===== config.mk =====
export PLATFORM = sky130hd
export DESIGN_NAME = control_fsm
export DESIGN_NICKNAME = d
export VERILOG_FILES = /design/src/rv_pkg.sv /design/src/control_fsm.sv
export SDC_FILE = /design/constraint.sdc
export NUM_CORES = 1
export LEC_CHECK = 0
export BUFFER_PORTS_ARGS = -buffer_cell sky130_fd_sc_hd__buf_4
export CAP_MARGIN = 20
export CORE_MARGIN = 2
export CORE_UTILIZATION = 40
export DETAILED_ROUTE_END_ITERATION = 10
export GPL_TIMING_DRIVEN = 0
export HOLD_SLACK_MARGIN = 0.05
export PLACE_DENSITY = 0.79
export SYNTH_ARGS = -nofsm -noshare
export SYNTH_HDL_FRONTEND = slang
export SYNTH_SLANG_ARGS = --single-unit

===== constraint.sdc =====
create_clock -name i_clk -period 2.7 [get_ports i_clk]
set_clock_uncertainty 0.1 [all_clocks]
set_input_delay 0.27 -clock i_clk [delete_from_list [all_inputs] [get_ports i_clk]]
set_output_delay 0.27 -clock i_clk [all_outputs]
set_load 0.005 [all_outputs]

===== src/rv_pkg.sv =====
/*
 * Shared types of the multicycle RV64I core with width typedefs,
 * opcode, ALU, immediate and FSM state enums, and the control and decode structs.
 */

package rv_pkg;

    typedef logic [63:0] xlen_t;
    typedef logic [63:0] addr_t;
    typedef logic [31:0] instr_t;
    typedef logic [4:0]  reg_idx_t;

    typedef enum logic [2:0] {
        ALU_ADD, ALU_SUB, ALU_AND, ALU_OR, ALU_XOR, ALU_SLT, ALU_SLTU
    } alu_op_e;

    typedef enum logic [2:0] {
        IMM_I, IMM_S, IMM_B, IMM_J, IMM_U
    } imm_sel_e;

    typedef enum logic [6:0] {
        OP_R      = 7'b0110011,
        OP_IMM    = 7'b0010011,
        OP_LOAD   = 7'b0000011,
        OP_STORE  = 7'b0100011,
        OP_BRANCH = 7'b1100011,
        OP_JAL    = 7'b1101111,
        OP_LUI    = 7'b0110111,
        OP_SYSTEM = 7'b1110011
    } opcode_e;

    typedef enum logic [3:0] {
        S_IDLE, S_FETCH, S_DECODE, S_EXEC_R, S_EXEC_I, S_MEM_ADDR, S_MEM_READ,
        S_MEM_WB, S_MEM_WRITE, S_BRANCH, S_JAL, S_LUI, S_ALU_WB, S_HALT
    } fsm_state_e;

    // Operand A selects 0 PC, 1 old PC, 2 register A.
    // Operand B selects 0 register B, 1 immediate, 2 four.
    // Result selects 0 ALU-out reg, 1 memory-data reg, 2 ALU, 3 immediate.
    typedef struct packed {
        logic      instr_we;
        logic      pc_we;
        logic      old_pc_we;
        logic [1:0] alu_src_a;
        logic [1:0] alu_src_b;
        alu_op_e   alu_op;
        imm_sel_e  imm_sel;
        logic [1:0] result_src;
        logic      addr_src;
        logic      reg_we;
        logic      mem_we;
        logic      branch_take;
    } ctrl_t;

    typedef struct packed {
        opcode_e    opcode;
        logic [2:0] funct3;
        logic       funct7_5;
        logic       zero;
    } decode_t;

endpackage


===== src/control_fsm.sv =====
/*
 * Multicycle control FSM. Walks each instruction through its states
 * and drives one control word per state.
 */

`timescale 1ns/1ps

module control_fsm
    import rv_pkg::*;
(
    input  logic    i_clk,
    input  logic    i_rst_n,
    input  logic    i_start,
    input  decode_t i_dec,
    output ctrl_t   o_ctrl,
    output logic    o_busy,
    output logic    o_halt
);

    fsm_state_e state, next_state;
    alu_op_e    r_alu_op;

    always_ff @(posedge i_clk) begin
        if (!i_rst_n) begin
            state <= S_IDLE;
        end else begin
            state <= next_state;
        end
    end

    // R-type operation from funct3 and funct7 bit 5.
    always_comb begin
        case (i_dec.funct3)
            3'b000:  r_alu_op = i_dec.funct7_5 ? ALU_SUB : ALU_ADD;
            3'b010:  r_alu_op = ALU_SLT;
            3'b011:  r_alu_op = ALU_SLTU;
            3'b100:  r_alu_op = ALU_XOR;
            3'b110:  r_alu_op = ALU_OR;
            3'b111:  r_alu_op = ALU_AND;
            default: r_alu_op = ALU_ADD;
        endcase
    end

    //--------------------------------------------------
    // Next state and control word.
    //--------------------------------------------------
    always_comb begin
        next_state = state;
        o_ctrl     = '0;
        o_ctrl.alu_op  = ALU_ADD;
        o_ctrl.imm_sel = IMM_I;
        case (state)
            S_IDLE: begin
                if (i_start) next_state = S_FETCH;
            end
            S_FETCH: begin
                next_state = S_DECODE;
            end
            S_DECODE: begin
                // PC + 4 into the PC, old PC kept for targets.
                o_ctrl.instr_we   = 1'b1;
                o_ctrl.old_pc_we  = 1'b1;
                o_ctrl.pc_we      = 1'b1;
                o_ctrl.alu_src_a  = 2'd0;
                o_ctrl.alu_src_b  = 2'd2;
                o_ctrl.result_src = 2'd2;
                case (i_dec.opcode)
                    OP_R:      next_state = S_EXEC_R;
                    OP_IMM:    next_state = S_EXEC_I;
                    OP_LOAD:   next_state = S_MEM_ADDR;
                    OP_STORE:  next_state = S_MEM_ADDR;
                    OP_BRANCH: next_state = S_BRANCH;
                    OP_JAL:    next_state = S_JAL;
                    OP_LUI:    next_state = S_LUI;
                    default:   next_state = S_HALT;
                endcase
            end
            S_EXEC_R: begin
                o_ctrl.alu_src_a = 2'd2;
                o_ctrl.alu_src_b = 2'd0;
                o_ctrl.alu_op    = r_alu_op;
                next_state       = S_ALU_WB;
            end
            S_EXEC_I: begin
                o_ctrl.alu_src_a = 2'd2;
                o_ctrl.alu_src_b = 2'd1;
                next_state       = S_ALU_WB;
            end
            S_MEM_ADDR: begin
                // Address goes straight to memory for loads.
                o_ctrl.alu_src_a  = 2'd2;
                o_ctrl.alu_src_b  = 2'd1;
                o_ctrl.imm_sel    = (i_dec.opcode == OP_STORE) ? IMM_S : IMM_I;
                o_ctrl.result_src = 2'd2;
                o_ctrl.addr_src   = 1'b1;
                next_state = (i_dec.opcode == OP_STORE) ? S_MEM_WRITE : S_MEM_READ;
            end
            S_MEM_READ: begin
                next_state = S_MEM_WB;
            end
            S_MEM_WB: begin
                o_ctrl.result_src = 2'd1;
                o_ctrl.reg_we     = 1'b1;
                next_state        = S_FETCH;
            end
            S_MEM_WRITE: begin
                o_ctrl.result_src = 2'd0;
                o_ctrl.addr_src   = 1'b1;
                o_ctrl.mem_we     = 1'b1;
                next_state        = S_FETCH;
            end
            S_BRANCH: begin
                o_ctrl.alu_src_a = 2'd2;
                o_ctrl.alu_src_b = 2'd0;
                o_ctrl.alu_op    = ALU_SUB;
                o_ctrl.imm_sel   = IMM_B;
                // BEQ on funct3 000, BNE on 001.
                o_ctrl.branch_take = i_dec.funct3[0] ? !i_dec.zero : i_dec.zero;
                next_state       = S_FETCH;
            end
            S_JAL: begin
                // Return address into ALU-out, target into PC.
                o_ctrl.alu_src_a   = 2'd1;
                o_ctrl.alu_src_b   = 2'd2;
                o_ctrl.imm_sel     = IMM_J;
                o_ctrl.branch_take = 1'b1;
                next_state         = S_ALU_WB;
            end
            S_LUI: begin
                o_ctrl.imm_sel    = IMM_U;
                o_ctrl.result_src = 2'd3;
                o_ctrl.reg_we     = 1'b1;
                next_state        = S_FETCH;
            end
            S_ALU_WB: begin
                o_ctrl.result_src = 2'd0;
                o_ctrl.reg_we     = 1'b1;
                next_state        = S_FETCH;
            end
            default: begin
                next_state = S_HALT;
            end
        endcase
    end

    assign o_halt = (state == S_HALT);
    assign o_busy = (state != S_IDLE) && (state != S_HALT);

endmodule


### Yosys cells after proc, flatten, opt, wreduce, memory -nomap -nowiden

Index checks and enable logic that the tools add are counted.

| word-level totals | value |
|---|---|
| register bits | 4 |
| output and inout bits | 21 |
| logic and storage cells | 58 |

| cells by class | value |
|---|---|
| equal/unequal tests | 27 |
| mux-type cells | 17 |
| reduce and logical (&&, ||, !) cells | 13 |

Operator list:

| cell | count |
|---|---|
| 4-bit case mux with 7 select lines | 1 |
| 4-bit == test (second input constant) | 6 |
| 4-bit case mux with 6 select lines | 1 |
| 7-bit by 6-bit == test with 1-bit output (second input constant) | 3 |
| 3-bit case mux with 6 select lines | 1 |
| 4-bit by 3-bit == test with 1-bit output (second input constant) | 4 |
| 4-bit case mux with 4 select lines | 1 |
| 7-bit == test (second input constant) | 2 |
| 3-bit case mux with 4 select lines | 1 |
| 2-bit OR reduction | 5 |
| 3-bit == test (second input constant) | 3 |
| 4-bit by 2-bit == test with 1-bit output (second input constant) | 2 |
| 4-bit 2-to-1 mux | 2 |
| 7-bit by 2-bit == test with 1-bit output (second input constant) | 1 |
| 7-bit by 5-bit == test with 1-bit output (second input constant) | 1 |
| 3-bit by 2-bit == test with 1-bit output (second input constant) | 2 |
| 1-bit 2-to-1 mux | 6 |
| 2-bit case mux with 3 select lines | 1 |
| 3-bit case mux with 2 select lines | 1 |
| 3-bit OR reduction | 2 |
| 5-bit OR reduction | 1 |
| 4-bit by 1-bit == test with 1-bit output (second input constant) | 1 |
| 4-bit logical NOT | 1 |
| 4-bit != test (second input constant) | 1 |
| 7 further kinds | 7 |

### Longest topological paths before layout

Gate-level depths: netlist of run 1.

| logic depth | value |
|---|---|
| depth in word-level cells | 4 |
| depth in mapped cells | 5 |
| depth with buffers taken out | 4 |

### Least setup slack after synthesis of run 1

No wires, ideal clock.

| timing | value |
|---|---|
| path type | register -> output |
| from | reg state[3] |
| to | out o_ctrl[15] (netlist bit) |
| arrival | 1.157 ns |
| required time | 2.330 ns |
| slack | 1.173 ns |
| cell stages (with the launch flop) | 5 |
| buffers on the path | 2 |
| cells stage by stage | dfxtp_1 -> clkbuf_1 -> buf_1 -> nand2_1 -> o22ai_1 |

RTL lines:

| what | RTL line | RTL |
|---|---|---|
| from (decl) | control_fsm.sv:20 | `fsm_state_e state, next_state;` |
| from (signal assigned) | control_fsm.sv:27 | `state <= next_state;` |
| to (decl) | control_fsm.sv:15 | `output ctrl_t o_ctrl,` |

==> results of run 1 <==
[critical path, delay by kind of cell (launching register included)]
kind / cells / cell delay (ns)
flip-flops: 1 / 0.32
AO/OA/AOI/OAI: 1 / 0.18
buffers and inverters: 3 / 0.80
AND/OR/NAND/NOR: 1 / 0.17
[cell usage after synthesis (all sizes together), types with 2 or more instances]
| master | n | area [um2] |
|---|---|---|
| o21ai | 5 | 25.0 |
| nor3 | 4 | 20.0 |
| nor2b | 3 | 18.8 |
| buf | 4 | 23.8 |
| nand3 | 6 | 30.0 |
| clkbuf | 4 | 15.0 |
| nor3b | 3 | 22.5 |
| or3 | 3 | 23.8 |
| dfxtp | 4 | 80.1 |
| nand2b | 6 | 37.5 |
| a21oi | 10 | 53.8 |
| inv | 2 | 7.51 |
| nor2 | 17 | 63.8 |
| o22ai | 3 | 18.8 |
| nand2 | 6 | 22.5 |
[metal layers]
metal,up-vias,wire (um),part of all wire
li1,414,-,-
met1,352,742,0.42
met2,43,855,0.48
met3,2,166,0.094
met4,0,8,0.0045
met5,-,0,0
[cells by family after synthesis]
family	after synthesis
AO/OA/AOI/OAI	28
flip-flops	4
XOR/XNOR	2
AND/OR/NAND/NOR	50
buffers and inverters	10
[final cells by class]
type                    instances  area share
flip-flops and latches          4      0.0896
multi-input cells              80       0.518
clock buffers                   3      0.0252
well taps                      15      0.0210
repair buffers                 35       0.294
inverters                       2     0.00840
plain buffers                   8      0.0434
[layout by cell type (no fill, tap or decap), drive strengths merged]
| cell type | synthesis | routed |
|---|---|---|
| or3 | 3 | 3 |
| nand2 | 6 | 6 |
| o22ai | 3 | 3 |
| nor2 | 17 | 17 |
| o211a | 1 | 1 |
| clkbuf | 4 | 7 |
| a32oi | 1 | 1 |
| inv | 2 | 2 |
| o31ai | 1 | 1 |
| a2bb2oi | 1 | 1 |
| o21ai | 5 | 5 |
| o221ai | 1 | 1 |
| o41ai | 1 | 1 |
| dfxtp | 4 | 4 |
| or2 | 1 | 1 |
| or4b | 1 | 1 |
| nor2b | 3 | 3 |
| buf | 4 | 39 |
| a31oi | 1 | 1 |
| nor3 | 4 | 4 |
| o211ai | 1 | 1 |
| nand3 | 6 | 6 |
| xnor2 | 1 | 1 |
| nor3b | 3 | 3 |
| o31a | 1 | 1 |
| nand2b | 6 | 6 |
| o21a | 1 | 1 |
| a21oi | 10 | 10 |
| xor2 | 1 | 1 |
[worst paths after layout]
| path | startpoint | end | slack (ns) | cells after the start |
|---|---|---|---|---|
| setup reg to reg | state[2] | state[3] | 1.02 | 4 |
| setup / recovery | state[3] | o_ctrl[15] | 0.62 | 5 |
| hold / removal | i_rst_n | state[0] | 0.27 | 3 |
| hold reg to reg | state[2] | state[1] | 0.55 | 3 |
[per-stage QoR]
step | hold slack, ns | setup slack [ns] | area [um2] | power (uW) | std cells
after global routing | 0.274 | 0.518 | 893 | 943 | 147
after global placement | 0.499 | 0.896 | 871 | 773 | 144
after floorplan | 0.345 | 1.17 | 589 | 536 | 94
after detailed placement | 0.499 | 0.888 | 871 | 782 | 144
after CTS | 0.255 | 0.643 | 893 | 858 | 147
final | 0.270 | 0.618 | 893 | 856 | 147
[power groups by stage]
| stage | sequential (uW) | clock, uW | combinational [uW] |
|---|---|---|---|
| after detailed placement | 113 | 0 | 670 |
| after global placement | 111 | 0 | 663 |
| final | 113 | 69.7 | 673 |
| after floorplan | 105 | 0 | 431 |
| after global routing | 114 | 75.5 | 754 |
| after CTS | 112 | 75.0 | 672 |
==> flow_metrics.env, run 1 <==
export IMPL_detailroute_via_count=811
export IMPL_routedWlPerCell_um=12.0
export IMPL_grt_start_max_net_pins=11
export IMPL_clk_root_buffer_cell="clkbuf_4"
export IMPL_grt_antenna_before_repair=0
export IMPL_die_w_um=42.4
export IMPL_cpMaxStageDelayCell="buf_1"
export IMPL_cts_htree_levels=1
export IMPL_detailedPlacementHpwl_um=1400
export IMPL_drtAntennaViolNets=0
export IMPL_synth_area_mux_share=0
export IMPL_critical_path_max_fanout=10
export IMPL_crit_path_cell_trace="clkbuf_1 > buf_1 > nand2_1 > o22ai_1 > buf_4"
export IMPL_max_slew_violations=0
export IMPL_final_min_period_over_clock_period=0.771
export IMPL_synthesis_yosys_warnings=0
export IMPL_drc=0
export IMPL_design_portCount=36
export IMPL_fp_row_count=13
export IMPL_fill_cell_count=137
export IMPL_die_height_um=42.4
export IMPL_violation_count_after_the_first_detailed_route_iteration=33
export IMPL_ys_ff_latch=4
export IMPL_clock_power_share=0.081
export IMPL_postSynthNetCount=109
export IMPL_biggestRegsByFlops="state (4)"
export IMPL_cp_slowest_stage_delay_ns=0.35
export IMPL_synthesis_instances=94
export IMPL_core_area_um2=1330
export IMPL_total_leakage_power_uw=0.000389
export IMPL_post_route_cells_drive_above_1_share=0.348
export IMPL_slew_headroom=0.545
export IMPL_regArea_um2=80.1
export IMPL_post_cts_hold_buffer_count=0
export IMPL_wirelength_um=1770
export IMPL_fmax_ghz=0.480
export IMPL_synth_lib_cells_used_distinct=33
export IMPL_gr_usage_met1=0.276
export IMPL_setup_fix_bufs_post_cts=0
export IMPL_timing_max_cap_violations=0
export IMPL_via_count_of_the_first_global_routing_pass=711
export IMPL_final_period_minus_worst_setup_slack_ns=2.08
export IMPL_ys_dominant_reg_cell="dfxtp_1"
export IMPL_worst_skew_pair_later_pin_latency_ns=0.23
export IMPL_global_route_peak_usage_layer="met2"
export IMPL_pwr_share_comb=0.786
export IMPL_async_reset_ff_frac=0
export IMPL_drt_first_pass_iters=4
export IMPL_sequentialPowerShare=0.132
export IMPL_core_utilization_of_the_finished_layout=0.670
export IMPL_power_switching_uw=400
export IMPL_synth_compound_area_frac=0.316
export IMPL_power_density_cell_area_nw_per_um2=958
export IMPL_max_slew_worst_pin_slew_ns=0.673
export IMPL_postCtsResizedCells=0
export IMPL_gr_layer_usage_met2=0.342
export IMPL_routed_via_density=5.52
export IMPL_critPathCaptureType="output port"
export IMPL_tritoncts_clock_tree="built"
export IMPL_synth_enable_flop_cells=0
export IMPL_finalNetCount=149
export IMPL_use_met3=0.0216
export IMPL_rsz0062_at_grt="false"
export IMPL_post_synth_instance_area_um2=589
export IMPL_fin_tns_setup_ns=0
export IMPL_largest_register="state"
export IMPL_routabilityCongestion=0.857
export IMPL_wire_length_of_the_first_global_routing_pass_um=3010
export IMPL_yosys_area_share_xor_xnor=0.0297
export IMPL_initial_utilization=0.442
export IMPL_setup_violations_final=0
export IMPL_synthAdderAreaFrac=0
export IMPL_worstSetupPathType="reg -> out"
export IMPL_synth_avg_cell_area_um2=6.27
export IMPL_synth_simple_area_share=0.439
export IMPL_sequential_fraction_of_the_synthesis_area=0.136
export IMPL_final_hold_violation_count=0
export IMPL_portBuffers=35
export IMPL_worst_setup_hold_path_clk_slew_ns=0.03
export IMPL_synth_top_family_by_area="simple AND/OR/NAND/NOR gates"
export IMPL_numCtsBuffers=3
export IMPL_dieArea_um2=1800
export IMPL_setup_worst_path_start_class="register"
export IMPL_power_share_switching=0.468
export IMPL_worst_supply_voltage_drop_on_vdd_mv=0.669
export IMPL_clock_sinks=4
export IMPL_num_antenna_cells=0
export IMPL_largest_register_ff_count=4
export IMPL_worst_endpoint_arrival_ns=1.71
export IMPL_clock_path_buffers=2
export IMPL_grt_overflow_total=0
export IMPL_flow_area_growth_from_synthesis_pct=51.6
export IMPL_worst_hold_path_type="in -> reg"
export IMPL_status="complete, no violations"
export IMPL_multiInputGateArea_um2=463
export IMPL_grtUsageTotal=0.205
export IMPL_internal_power_uw=456
export IMPL_cp_required_ns=2.33
(Power assumes the default switching activity.)
==> run 2: changes to the inputs <==
--- a/config.mk
+++ b/config.mk
@@ -5,14 +5,15 @@
 export SDC_FILE = /design/constraint.sdc
 export NUM_CORES = 1
 export LEC_CHECK = 0
+export ABC_AREA = 1
 export BUFFER_PORTS_ARGS = -buffer_cell sky130_fd_sc_hd__buf_4
 export CAP_MARGIN = 20
 export CORE_MARGIN = 2
-export CORE_UTILIZATION = 40
+export CORE_UTILIZATION = 37
 export DETAILED_ROUTE_END_ITERATION = 10
 export GPL_TIMING_DRIVEN = 0
 export HOLD_SLACK_MARGIN = 0.05
-export PLACE_DENSITY = 0.79
+export PLACE_DENSITY = 0.78
 export SYNTH_ARGS = -nofsm -noshare
 export SYNTH_HDL_FRONTEND = slang
 export SYNTH_SLANG_ARGS = --single-unit
==> constraint.sdc (replaced) <==
create_clock -name i_clk -period 1.9 [get_ports i_clk]
set_clock_uncertainty 0.1 [all_clocks]
set_input_delay 0.19 -clock i_clk [delete_from_list [all_inputs] [get_ports i_clk]]
set_output_delay 0.19 -clock i_clk [all_outputs]
set_load 0.005 [all_outputs]
==> run 2 against run 1 <==
Critical endpoint is now o_ctrl[9]. Largest cell class unchanged. Highest routed layer is now met3. Sequential power is 49% higher. First-iteration DRC count is 9.1% lower. Design area is 2.4% lower. Critical path type unchanged. Sequential cell count stayed put.
==> flow_metrics.env, run 2 <==
export IMPL_async_reset_ff_frac=0
export IMPL_wirelength_um=1540
export IMPL_cts_htree_levels=1
export IMPL_synthAdderAreaFrac=0
export IMPL_finalNetCount=164
export IMPL_synth_top_family_by_area="simple AND/OR/NAND/NOR gates"
export IMPL_post_synth_instance_area_um2=567
export IMPL_initial_utilization=0.385
export IMPL_fmax_ghz=0.590
export IMPL_r2r_setup_slack_ns=0.58
export IMPL_fill_cell_count=165
export IMPL_worst_setup_hold_path_clk_slew_ns=0.04
export IMPL_grtUsageTotal=0.177
export IMPL_design_portCount=36
export IMPL_final_hold_violation_count=0
export IMPL_dieArea_um2=1860
export IMPL_routabilityCongestion=0.845
export IMPL_status="complete, no violations"
export IMPL_regArea_um2=80.1
export IMPL_postCtsResizedCells=0
export IMPL_grt_start_max_net_pins=8
export IMPL_worst_hold_path_type="in -> reg"
export IMPL_final_min_period_over_clock_period=0.893
export IMPL_fin_tns_setup_ns=0
export IMPL_critical_path_max_fanout=5
export IMPL_total_leakage_power_uw=0.000489
export IMPL_timing_max_cap_violations=0
export IMPL_power_uw=863
export IMPL_yosysMostFrequentCell="nand2_1"
export IMPL_cp_required_ns=1.61
export IMPL_ys_ff_latch=4
export IMPL_critical_path_reg2reg_endpoint="state[2]"
export IMPL_post_synth_main_area_contributors="nand2_1 (21%), dfxtp_1 (14%), nor2_1 (14%)"
export IMPL_setup_violations_final=0
export IMPL_worst_supply_voltage_drop_on_vdd_mv=0.669
export IMPL_multiInputGateArea_um2=408
export IMPL_slew_headroom=0.778
export IMPL_finish_cell_count_without_fillers=163
export IMPL_portBuffers=35
export IMPL_fp_row_count=14
export IMPL_r2r_cells=5
export IMPL_grt_overflow_total=0
export IMPL_routedWlPerCell_um=9.43
export IMPL_flow_area_growth_from_synthesis_pct=53.9
export IMPL_sequential_fraction_of_the_synthesis_area=0.141
export IMPL_via_count_of_the_first_global_routing_pass=658
export IMPL_synthesis_yosys_warnings=0
export IMPL_synthesis_instances=109
export IMPL_drtAntennaViolNets=0
export IMPL_drc=0
export IMPL_timing_critical_path_from="state[3]"
export IMPL_synth_compound_area_frac=0.205
export IMPL_tritoncts_clock_tree="built"
export IMPL_drt_first_pass_iters=4
export IMPL_yosys_area_share_xor_xnor=0.0155
export IMPL_worst_endpoint_arrival_ns=1.41
export IMPL_detailedPlacementHpwl_um=1250
export IMPL_worst_skew_pair_later_pin_latency_ns=0.23
export IMPL_num_antenna_cells=0
export IMPL_core_area_um2=1470
export IMPL_synth_commonest_cells="nand2_1 (32), nor2_1 (21), inv_1 (14), o21ai_0 (8)"
export IMPL_placed_cells_incl_taps=160
export IMPL_power_density_cell_area_nw_per_um2=990
export IMPL_synth_enable_flop_cells=0
export IMPL_postSynthNetCount=124
export IMPL_routed_via_density=4.75
export IMPL_max_slew_worst_pin_slew_ns=0.331
export IMPL_biggestRegsByFlops="state (4)"
export IMPL_mostFrequentLayoutCell="buf_4"
export IMPL_setup_worst_path_start_class="register"
export IMPL_worstSetupEndpoint="o_ctrl[9]"
export IMPL_core_utilization_of_the_finished_layout=0.593
export IMPL_violation_count_after_the_first_detailed_route_iteration=30
export IMPL_synthDominantCellAreaShare=0.212
export IMPL_clock_path_buffers=2
export IMPL_ys_dominant_reg_cell="dfxtp_1"
export IMPL_layout_cells_most_common_list="buf_4 (37), nand2_1 (32), nor2_1 (21), inv_1 (14), o21ai_0 (8)"
export IMPL_largest_register="state"
export IMPL_wire_length_of_the_first_global_routing_pass_um=2610
export IMPL_clk_root_buffer_cell="clkbuf_4"
export IMPL_die_height_um=43.1
export IMPL_die_w_um=43.1
export IMPL_final_period_minus_worst_setup_slack_ns=1.70
export IMPL_numCtsBuffers=3
export IMPL_synth_simple_area_share=0.499
export IMPL_grt_antenna_before_repair=0
export IMPL_clock_sinks=4
export IMPL_rsz0062_at_grt="false"
export IMPL_synth_lib_cells_used_distinct=18
export IMPL_post_synth_top_area_cell="nand2_1"
export IMPL_detailroute_via_count=775
export IMPL_synth_area_mux_share=0
export IMPL_synth_avg_cell_area_um2=5.20
export IMPL_critPathCaptureType="output port"
export IMPL_worstSetupPathType="reg -> out"
export IMPL_setup_fix_bufs_post_cts=0
export IMPL_post_route_cells_drive_above_1_share=0.340
export IMPL_largest_register_ff_count=4
export IMPL_r2r_start="state[3]"
export IMPL_post_cts_hold_buffer_count=0
export IMPL_max_slew_violations=0
-- run 2: changes by cell type after synthesis, moves of 4 or more --
| cell | change |
|---|---|
| nor3_1 | -4 |
| nand2_1 | +26 |
| inv_1 | +12 |
| clkbuf_1 | -4 |
| nor2_1 | +4 |
| nand2b_1 | -6 |
-- run 2: worst min path at each step --
stage	start	end	depth (start not counted)
4_1_cts	i_rst_n	state[0]	3
3_5_place_dp	i_rst_n	state[0]	3
3_3_place_gp	i_rst_n	state[1]	3
6_report	i_rst_n	state[0]	3
5_1_grt	i_rst_n	state[0]	3
2_1_floorplan	i_rst_n	state[0]	2
-- run 2: cells by family after synthesis --
logic type,Yosys count
AOI/OAI and AO/OA,19
xor gates and xnor gates,1
buffers and inverters,19
DFF,4
and+or+nand+nor,66
-- run 2: power by group --
part           internal, uW  switching [uW]  leakage (uW)  total [uW]
registers               120            48.0     0.0000328         168
logic                   285             307      0.000442         592
clock network          70.5            32.1     0.0000138         103
total                   476             387      0.000489         863
-- run 2: layout make-up --
cell class                      count  area share
Multi-Input combinational cell     86       0.468
Timing Repair Buffer               35       0.301
Sequential cell                     4      0.0918
Inverter                           17      0.0732
Clock buffer                        3      0.0258
Tap cell                           16      0.0230
Buffer                              2      0.0172
-- run 2: critical path, stage by stage, from the launching register on --
cell,delay [ns]
dfxtp_1,0.34
nor2_2,0.23
nand3_1,0.21
o31ai_1,0.24
buf_4,0.15
-- run 2: routing by layer --
metal	track usage	up-vias	wire (um)
met2	0.266	19	719
met1	0.259	331	725
met5	0	-	0
li1	-	425	-
met4	0.0727	0	0
met3	0.0128	0	92
-- run 2: per-stage QoR --
stage / worst slack, ns / instance area, um2 / hold WS (ns)
5_1_grt: 0.105 / 872 / 0.132
2_1_floorplan: 0.654 / 567 / 0.232
3_3_place_gp: 0.447 / 850 / 0.352
6_report: 0.204 / 872 / 0.123
3_5_place_dp: 0.448 / 850 / 0.363
4_1_cts: 0.192 / 872 / 0.114
